==> config.mk <==
export PLATFORM = sky130hd
export DESIGN_NAME = memCtrlTop
export DESIGN_NICKNAME = d
export VERILOG_FILES = /design/src/hdl/memCtrlPkg.sv /design/src/hdl/memAccessIf.sv /design/src/hdl/memByteSequencer.sv /design/src/hdl/memCtrlTop.sv /design/src/hdl/memReqArbiter.sv /design/src/hdl/memWordAssembler.sv
export SDC_FILE = /design/constraint.sdc
export NUM_CORES = 1
export LEC_CHECK = 0
export BUFFER_PORTS_ARGS = -buffer_cell sky130_fd_sc_hd__buf_2
export CORE_MARGIN = 2
export CORE_UTILIZATION = 50
export CTS_CLUSTER_SIZE = 12
export DETAILED_ROUTE_END_ITERATION = 16
export PLACE_DENSITY = 0.77
export SLEW_MARGIN = 10
export SYNTH_ARGS = -nofsm -noshare
export SYNTH_HDL_FRONTEND = slang
export SYNTH_SLANG_ARGS = --single-unit
==> constraint.sdc <==
create_clock -name clk -period 9.1 [get_ports clk]
set_input_delay 1.365 -clock clk [delete_from_list [all_inputs] [get_ports clk]]
set_output_delay 1.365 -clock clk [all_outputs]
set_load 0.005 [all_outputs]
==> src/hdl/memCtrlPkg.sv <==
`default_nettype none

package memCtrlPkg;

    // RAM is byte wide, words are little-endian
    parameter int ByteWidth = 8;
    parameter int WordBytes = 4;
    parameter int WordWidth = ByteWidth * WordBytes;

    typedef enum logic [1:0] {
        opFetch,
        opLoad,
        opStore
    } accessOp_t;

    // encoded as the byte count
    typedef enum logic [2:0] {
        lenByte = 3'd1,
        lenHalf = 3'd2,
        lenWord = 3'd4
    } accessLen_t;

    typedef logic [$clog2(WordBytes)-1:0] byteIdx_t;

    // index of the final byte of an access
    function automatic byteIdx_t lastIdx(accessLen_t len);
        logic [2:0] count;
        count = len;
        return byteIdx_t'(count - 3'd1);
    endfunction

endpackage

`default_nettype wire

==> src/hdl/memAccessIf.sv <==
`default_nettype none

interface memReqIf #(
    parameter int AddrWidth = 32
);
    logic                              start;
    memCtrlPkg::accessOp_t             op;
    logic [AddrWidth-1:0]              addr;
    memCtrlPkg::accessLen_t            len;
    logic [memCtrlPkg::WordWidth-1:0]  wdata;
    logic                              finished;

    modport arbiter (output start, op, addr, len, wdata, input finished);
    modport sequencer (input start, op, addr, len, wdata, output finished);
endinterface

interface memBeatIf;
    logic                   readIssued;
    memCtrlPkg::byteIdx_t   byteIdx;
    logic                   lastByte;
    memCtrlPkg::accessOp_t  op;
    logic                   writeLast;
    logic                   done;

    modport sequencer (
        output readIssued, byteIdx, lastByte, op, writeLast,
        input  done
    );
    modport assembler (
        input  readIssued, byteIdx, lastByte, op, writeLast,
        output done
    );
endinterface

`default_nettype wire

==> src/hdl/memByteSequencer.sv <==
`default_nettype none

module memByteSequencer #(
    parameter int AddrWidth = 32
) (
    input  logic                              clk,
    input  logic                              rst,
    input  logic                              i_stall,

    output logic [AddrWidth-1:0]              o_memAddr,
    output logic                              o_memWr,
    output logic [memCtrlPkg::ByteWidth-1:0]  o_memData,

    memReqIf.sequencer                        reqIf,
    memBeatIf.sequencer                       beatIf
);
    typedef enum logic [1:0] {
        seqIdle,
        seqRun,
        seqWait
    } seqState_t;

    seqState_t            state;
    memCtrlPkg::byteIdx_t cnt;
    logic                 running;
    logic                 isStore;
    logic                 isLast;
    logic                 step;

    always_comb begin
        running = state == seqRun;
        isStore = reqIf.op == memCtrlPkg::opStore;
        isLast  = cnt == memCtrlPkg::lastIdx(reqIf.len);
        // a byte only counts in a non-stalled cycle
        step    = running && !i_stall;
    end

    // start is a single pulse, so it is taken even when stalled
    always_ff @(posedge clk) begin
        if (rst) begin
            state <= seqIdle;
            cnt   <= '0;
        end else begin
            case (state)
                seqIdle: begin
                    if (reqIf.start) begin
                        state <= seqRun;
                        cnt   <= '0;
                    end
                end
                seqRun: begin
                    if (step) begin
                        if (isLast) begin
                            state <= seqWait;
                        end else begin
                            cnt <= cnt + 1'b1;
                        end
                    end
                end
                seqWait: begin
                    if (beatIf.done) begin
                        state <= seqIdle;
                    end
                end
                default: state <= seqIdle;
            endcase
        end
    end

    // RAM side
    always_comb begin
        o_memAddr = running ? reqIf.addr + AddrWidth'(cnt) : '0;
        o_memWr   = step && isStore;
        o_memData = (running && isStore) ?
            reqIf.wdata[cnt*memCtrlPkg::ByteWidth +: memCtrlPkg::ByteWidth] : '0;
    end

    // beats towards the assembler
    always_comb begin
        beatIf.readIssued = step && !isStore;
        beatIf.byteIdx    = cnt;
        beatIf.lastByte   = isLast;
        beatIf.op         = reqIf.op;
        beatIf.writeLast  = step && isStore && isLast;
        reqIf.finished    = (state == seqWait) && beatIf.done;
    end

endmodule

`default_nettype wire

==> src/hdl/memCtrlTop.sv <==
`default_nettype none

module memCtrlTop #(
    parameter int AddrWidth = 32
) (
    input  logic                              clk,
    input  logic                              rst,
    input  logic                              i_rdy,
    input  logic                              i_ioBufferFull,
    input  logic [memCtrlPkg::ByteWidth-1:0]  i_memRdata,

    // byte RAM
    output logic [AddrWidth-1:0]              o_memAddr,
    output logic                              o_memWr,
    output logic [memCtrlPkg::ByteWidth-1:0]  o_memData,

    // instruction fetch
    input  logic                              i_fetchEn,
    input  logic [AddrWidth-1:0]              i_fetchAddr,
    output logic                              o_fetchDone,
    output logic [memCtrlPkg::WordWidth-1:0]  o_fetchInst,

    // data cache
    input  logic                              i_dataEn,
    input  logic                              i_dataStore,
    input  memCtrlPkg::accessLen_t            i_dataLen,
    input  logic [AddrWidth-1:0]              i_dataAddr,
    input  logic [memCtrlPkg::WordWidth-1:0]  i_dataWdata,
    output logic                              o_dataDone,
    output logic [memCtrlPkg::WordWidth-1:0]  o_dataRdata
);
    logic stall;

    // the only source of back-pressure
    assign stall = i_ioBufferFull || !i_rdy;

    memReqIf #(.AddrWidth(AddrWidth)) reqIf ();
    memBeatIf beatIf ();

    memReqArbiter #(.AddrWidth(AddrWidth)) u_arbiter (
        .clk         (clk),
        .rst         (rst),
        .i_stall     (stall),
        .i_fetchEn   (i_fetchEn),
        .i_fetchAddr (i_fetchAddr),
        .i_dataEn    (i_dataEn),
        .i_dataStore (i_dataStore),
        .i_dataLen   (i_dataLen),
        .i_dataAddr  (i_dataAddr),
        .i_dataWdata (i_dataWdata),
        .reqIf       (reqIf.arbiter)
    );

    memByteSequencer #(.AddrWidth(AddrWidth)) u_sequencer (
        .clk       (clk),
        .rst       (rst),
        .i_stall   (stall),
        .o_memAddr (o_memAddr),
        .o_memWr   (o_memWr),
        .o_memData (o_memData),
        .reqIf     (reqIf.sequencer),
        .beatIf    (beatIf.sequencer)
    );

    memWordAssembler u_assembler (
        .clk         (clk),
        .rst         (rst),
        .i_memRdata  (i_memRdata),
        .o_fetchDone (o_fetchDone),
        .o_fetchInst (o_fetchInst),
        .o_dataDone  (o_dataDone),
        .o_dataRdata (o_dataRdata),
        .beatIf      (beatIf.assembler)
    );

endmodule

`default_nettype wire

==> src/hdl/memReqArbiter.sv <==
`default_nettype none

module memReqArbiter #(
    parameter int AddrWidth = 32
) (
    input  logic                              clk,
    input  logic                              rst,
    input  logic                              i_stall,

    input  logic                              i_fetchEn,
    input  logic [AddrWidth-1:0]              i_fetchAddr,

    input  logic                              i_dataEn,
    input  logic                              i_dataStore,
    input  memCtrlPkg::accessLen_t            i_dataLen,
    input  logic [AddrWidth-1:0]              i_dataAddr,
    input  logic [memCtrlPkg::WordWidth-1:0]  i_dataWdata,

    memReqIf.arbiter                          reqIf
);
    logic busy;
    logic servedFetch;
    logic canAccept;
    logic takeData;
    logic takeFetch;

    // a new access may start in the same edge as finished
    always_comb begin
        canAccept = !i_stall && (!busy || reqIf.finished);
        // the served requester's enable is still up at that edge
        takeData  = canAccept && i_dataEn && !(busy && !servedFetch);
        takeFetch = canAccept && !takeData && i_fetchEn && !(busy && servedFetch);
    end

    always_ff @(posedge clk) begin
        if (rst) begin
            busy        <= 1'b0;
            servedFetch <= 1'b0;
            reqIf.start <= 1'b0;
        end else begin
            reqIf.start <= takeData || takeFetch;
            if (takeData || takeFetch) begin
                busy        <= 1'b1;
                servedFetch <= takeFetch;
            end else if (reqIf.finished) begin
                busy <= 1'b0;
            end
        end
    end

    // request fields, held until the access ends
    always_ff @(posedge clk) begin
        if (takeData) begin
            reqIf.op    <= i_dataStore ? memCtrlPkg::opStore : memCtrlPkg::opLoad;
            reqIf.addr  <= i_dataAddr;
            reqIf.len   <= i_dataLen;
            reqIf.wdata <= i_dataWdata;
        end else if (takeFetch) begin
            // instructions are always a full word
            reqIf.op    <= memCtrlPkg::opFetch;
            reqIf.addr  <= i_fetchAddr;
            reqIf.len   <= memCtrlPkg::lenWord;
        end
    end

endmodule

`default_nettype wire

==> src/hdl/memWordAssembler.sv <==
`default_nettype none

module memWordAssembler (
    input  logic                              clk,
    input  logic                              rst,

    input  logic [memCtrlPkg::ByteWidth-1:0]  i_memRdata,

    output logic                              o_fetchDone,
    output logic [memCtrlPkg::WordWidth-1:0]  o_fetchInst,
    output logic                              o_dataDone,
    output logic [memCtrlPkg::WordWidth-1:0]  o_dataRdata,

    memBeatIf.assembler                       beatIf
);
    logic                             issuedQ;
    memCtrlPkg::byteIdx_t             idxQ;
    logic                             lastQ;
    logic                             fetchQ;
    logic [memCtrlPkg::WordWidth-1:0] wordQ;
    logic [memCtrlPkg::WordWidth-1:0] nextWord;
    logic                             fetchDoneQ;
    logic                             dataDoneQ;

    // RAM data arrives one cycle after the issue
    always_ff @(posedge clk) begin
        idxQ   <= beatIf.byteIdx;
        lastQ  <= beatIf.lastByte;
        fetchQ <= beatIf.op == memCtrlPkg::opFetch;
    end

    // byte 0 clears the word, which zero-extends short loads
    always_comb begin
        nextWord = (idxQ == '0) ? '0 : wordQ;
        nextWord[idxQ*memCtrlPkg::ByteWidth +: memCtrlPkg::ByteWidth] = i_memRdata;
    end

    always_ff @(posedge clk) begin
        if (issuedQ) begin
            wordQ <= nextWord;
            if (lastQ && fetchQ) begin
                o_fetchInst <= nextWord;
            end
            if (lastQ && !fetchQ) begin
                o_dataRdata <= nextWord;
            end
        end
    end

    always_ff @(posedge clk) begin
        if (rst) begin
            issuedQ    <= 1'b0;
            fetchDoneQ <= 1'b0;
            dataDoneQ  <= 1'b0;
        end else begin
            issuedQ    <= beatIf.readIssued;
            fetchDoneQ <= issuedQ && lastQ && fetchQ;
            // stores finish one cycle after the final write
            dataDoneQ  <= (issuedQ && lastQ && !fetchQ) || beatIf.writeLast;
        end
    end

    assign o_fetchDone = fetchDoneQ;
    assign o_dataDone  = dataDoneQ;
    assign beatIf.done = fetchDoneQ || dataDoneQ;

endmodule

`default_nettype wire

Word-level counts from Yosys, hierarchy flattened
Cells that the tools add are included.
{"block": "word_totals", "regBits": 178, "latch_bits": 0, "ram_bits": 0, "romBits": 0, "in_bits": 114, "out_inout_bits": 107, "word_cells": 99, "n_memories": 0}
{"block": "classes", "add_sub_neg": 4, "mul": 0, "div_mod_pow": 0, "magnitude_cmp": 0, "eq_ne": 9, "n_shift": 3, "n_mux": 22, "n_bitwise": 0, "reduce_logical": 43}
{"operator": "$mux 32", "n": 4}
{"operator": "$neg 5->34", "n": 1}
{"operator": "$shift 8x34->32 const A", "n": 1}
{"operator": "$shiftx 8x34->32", "n": 1}
{"operator": "$add 32x2->32", "n": 1}
{"operator": "$bwmux 32", "n": 1}
{"operator": "$shiftx 32x6->8", "n": 1}
{"operator": "$mux 2", "n": 12}
{"operator": "$logic_and 1x1->1", "n": 19}
{"operator": "$logic_not 1->1", "n": 9}
{"operator": "$mux 8", "n": 1}
{"operator": "$reduce_and 4->1", "n": 2}
{"operator": "$logic_not 2->1", "n": 3}
{"operator": "$ne 2x2->1 const B", "n": 3}
{"operator": "$pmux 2 s3", "n": 1}
{"operator": "$reduce_bool 2->1", "n": 3}
{"operator": "$logic_or 1x1->1", "n": 5}
{"operator": "$eq 2x2->1 const B", "n": 2}
{"operator": "$ne 2x1->1 const B", "n": 2}
{"operator": "$pmux 2 s2", "n": 1}
{"operator": "$reduce_and 2->1", "n": 2}
{"operator": "$add 2x1->2 const B", "n": 1}
{"operator": "$eq 2x1->1 const B", "n": 1}
{"operator": "$eq 2x2->1", "n": 1}
{"operator": "other kinds (2)", "n": 3}

Longest topological paths before layout
{"block": "depth", "word_depth": 12, "mapped_depth": 7, "ltp_nobuf": 6}

Hierarchy
From an unflattened synthesis, not the netlist that was laid out.
{"block": "unflattened", "hier_cells": 488, "hier_area_um2": 7586.0}
{"module": "memWordAssembler", "instances": 1, "cells_each": 174, "area_each_um2": 3614.7, "seq_area_each_um2": 3022.9}
{"module": "memReqArbiter", "instances": 1, "cells_each": 128, "area_each_um2": 2666.3, "seq_area_each_um2": 2132.0}
{"module": "memByteSequencer", "instances": 1, "cells_each": 185, "area_each_um2": 1298.7, "seq_area_each_um2": 80.1}
{"module": "memCtrlTop", "instances": 1, "cells_each": 1, "area_each_um2": 6.3, "seq_area_each_um2": 0.0}

Worst setup path before layout
No wires, ideal clock.
{"block": "synth_path", "path_type": "input-to-output", "start": "in i_rdy", "end": "out o_memWr", "t_arrival_ns": 1.901, "t_required_ns": 7.735, "setup_slack_ns": 5.834, "path_stages": 3, "n_path_buf": 1, "cell_sequence": "nor2b_1 clkbuf_1 and3_1"}
{"block": "synth_between", "elab_chain_len": 5}
{"item": "from (decl)", "line_no": "memCtrlTop.sv:8", "text": "input logic i_rdy,"}
{"item": "$logic_not 1->1", "line_no": "memCtrlTop.sv:35", "text": "assign stall = i_ioBufferFull || !i_rdy;"}
{"item": "$logic_or 1x1->1", "line_no": "memCtrlTop.sv:35"}
{"item": "$logic_not 1->1", "line_no": "memByteSequencer.sv:35", "text": "step = running && !i_stall;"}
{"item": "$logic_and 1x1->1", "line_no": "memByteSequencer.sv:35"}
{"item": "$logic_and 1x1->1", "line_no": "memByteSequencer.sv:73", "text": "o_memWr = step && isStore;"}
{"item": "to (decl)", "line_no": "memCtrlTop.sv:14", "text": "output logic o_memWr,"}
Every way passes these cells.

Worst setup path after layout
{"block": "layout_path", "start": "reg u_sequencer.cnt[0], in the netlist u_sequencer.beatIf.byteIdx[0]", "end": "out o_memAddr[22]"}
{"block": "layout_between", "elab_chain_len": 2}
{"item": "from (decl)", "line_no": "memByteSequencer.sv:24", "text": "memCtrlPkg::byteIdx_t cnt;"}
{"item": "from (signal assigned)", "line_no": "memByteSequencer.sv:56", "text": "cnt <= cnt + 1'b1;"}
{"item": "$add 32x2->32", "line_no": "memByteSequencer.sv:72", "text": "o_memAddr = running ? reqIf.addr + AddrWidth'(cnt) : '0;"}
{"item": "$mux 32", "line_no": "memByteSequencer.sv:72"}
{"item": "to (decl)", "line_no": "memCtrlTop.sv:13", "text": "output logic [AddrWidth-1:0] o_memAddr,"}
Every way passes these cells.

==> metrics.txt <==
Max Root-Sink Buffers 2; Final Routed Wirelength 16610 microns; DIE HEIGHT 127.8 microns; initial antenna violation count 0; worst setup margin 4197 ps; Yosys reg bits 178; warnings from Yosys 0; Worst Path Arrival 3540 ps; crit path capture o_memAddr[22]; Rows 45; CTS sink count 178; final critical-path required period 4903 ps; final net count 862; pre-CTS setup slack 4627 ps; Synth top area share 0.6422; H-tree Lvls 4; Die X 127.8 microns; Worst Tran Pin Value 1213 ps; Static Leak 3.598 nW; IO Pins 221; startpoint types flop; worst setup path start u_sequencer.beatIf.byteIdx[0]; Max Clock Skew 8.276 ps; Synth async-reset ratio 0; r2r startpoint u_assembler.idxQ[0]; fin. max-slew vios 0; post-CTS resize count 0; Starting Density 0.5082; Area Overhead vs Synth 24.05%; Post-Layout Cell Count 941; global placement routability congestion 0.7635; Synth area leaders edfxtp_1 64%, mux2_2 4.8%, dfxtp_1 3.7%; core area 15090 sq um; Iter 0 DRT Violations 444; post-synth top area cell edfxtp_1; Worst-path clk slew 70 ps; Port Buffers 219; post-synthesis sequential area ratio 0.6787; Tcrit/Tclk final 0.5387; R2R Path End u_assembler.o_fetchInst[3]; Routed WL per cell 17.65 microns; Synth cell types 46; Hold Vio Cnt, Final 0; vias in the first global route 5141; postcts setup bufs 0; number of synthesized flops with an enable pin 164; count leader, synth edfxtp_1; die footprint 16340 sq um; pin count of the biggest net entering global routing 69; Post-synth top cells 164 x edfxtp_1, 38 x a21oi_1, 36 x nand2b_1; r2r worst-path depth 4; via count 5270; total gr overflow 0; Top FF cell, synth edfxtp_1; Pre-antenna DRT Iters 5; pwr dens 182.9 nW/um^2; Ant. Diodes 0; CP Class flop to output pin; CTS Hold Bufs 0; CTS tree built; Clock Latency Late Sink 430 ps; detailed placement HPWL 11520 microns; FMAX 204.0 MHz; layout cell share with drive strength beyond 1 0.4024; RSZ-0062 raised after global routing false; Final ANT Viol Nets 0; max cap viols 0; Cells after DPL 909; Req. time, crit path 7740 ps; cells after synthesis 525; Final Setup Violations 0; Setup TNS 0 ps; Avg Synthesized Cell Area 14.61 sq um; Synth Cell Area 7669 sq um; Crit Path Max Fanout 17; Rel. slew slack 0.1913; TritonCTS Buffers 17; critical path capture point type output pin; Post-route DRC 0; Hold Path Class flop to flop; clock root buffer clkbuf_16; global-route wire length before repair 25590 microns; R2R setup slack 6580 ps; outcome finished clean; Post-Syn Nets 647; All-Layer GR Usage 0.2057; Peak VDD IR 0.0001215 V; Via density 5.600
state kept, by name, indices dropped and copies added (netlist names), 32 cells and up:
name                     flops
u_assembler.o_dataRdata     32
u_arbiter.reqIf.wdata       32
u_assembler.wordQ           32
u_assembler.o_fetchInst     32
u_arbiter.reqIf.addr        32
worst max-delay path, cell delays in order, from the launching register on:
cell,delay [ps]
dfxtp_1,900
ha_1,330
fa_1,270
and2_1,240
nand3_1,420
or4_1,610
a21oi_1,170
buf_2,160
placed cells by master (no fill, tap or decap), drive strengths merged, types with 4 or more instances in the layout:
master,Yosys,layout
buf,8,224
edfxtp,164,164
a21oi,38,38
nand2b,36,36
mux2,33,33
nand3,31,31
nor2,23,23
clkbuf,20,17
dfxtp,14,14
inv,7,14
nand2,13,13
and3,13,13
nand4,11,11
xor2,9,9
and2,8,8
mux4,8,8
o21ai,8,8
a32o,7,7
or4,7,7
ha,7,7
and4,7,7
nor2b,6,6
o31ai,6,6
or3,6,6
clkinv,0,6
o311ai,4,4
o41ai,4,4
xnor2,4,4
how the worst min path moves through the flow:
stage | start | to | slack, ps | depth (start not counted)
3_3_place_gp | u_arbiter.reqIf.op[1] | u_assembler.fetchQ | 410 | 1
4_1_cts | u_arbiter.reqIf.op[1] | u_assembler.fetchQ | 430 | 1
6_report | u_arbiter.reqIf.op[1] | u_assembler.fetchQ | 420 | 1
3_5_place_dp | u_arbiter.reqIf.op[1] | u_assembler.fetchQ | 420 | 1
2_1_floorplan | u_sequencer.beatIf.byteIdx[0] | u_assembler.idxQ[0] | 350 | 0
5_1_grt | u_arbiter.reqIf.op[1] | u_assembler.fetchQ | 460 | 1
per-layer routing:
| metal | GRT usage | wire length [microns] |
|---|---|---|
| met1 | 0.2502 | 6703 |
| met4 | 0.08274 | 338 |
| met3 | 0.05927 | 1191 |
| met5 | 0 | 0 |
| met2 | 0.3473 | 8372 |
logic make-up (layout without fill, tap and decap cells):
kind of cell | Yosys count | after routing | share of synthesized area
compound gates | 80 | 80 | 0.06853
xor+xnor | 13 | 13 | 0.01485
fa+ha+maj | 8 | 8 | 0.01403
buf+inv | 35 | 263 | 0.02105
flops | 178 | 178 | 0.6787
mux | 44 | 44 | 0.07587
simple gates | 167 | 167 | 0.1269
report_power, final:
group	internal (mW)	total (mW)	switching, mW
sequential	0.907	0.916	0.00982
clock	0.414	0.737	0.323
combinational	0.0424	0.0862	0.0438
through the flow:
stage          total power, mW  utilization  cell area (sq um)  hold WS, ps
5_1_grt                  1.795       0.6304               9513        462.9
4_1_cts                  1.751       0.6304               9513        426.8
6_report                 1.740       0.6304               9513        423.1
2_1_floorplan           0.9755            -               7669        352.9
3_3_place_gp             1.015       0.5905               8911        410.9
3_5_place_dp             1.020       0.5905               8911        415.7
layout make-up:
type / count / area [sq um]
sequential: 178 / 5205
clock inverter: 15 / 176.4
fill: 1120 / 5577
timing repair buffer: 224 / 1134
tap: 188 / 235.2
inverter: 7 / 26.28
multi-input combinational: 312 / 2311
clock buffer: 17 / 425.4
Note: power is estimated with default switching activity, not from simulation.
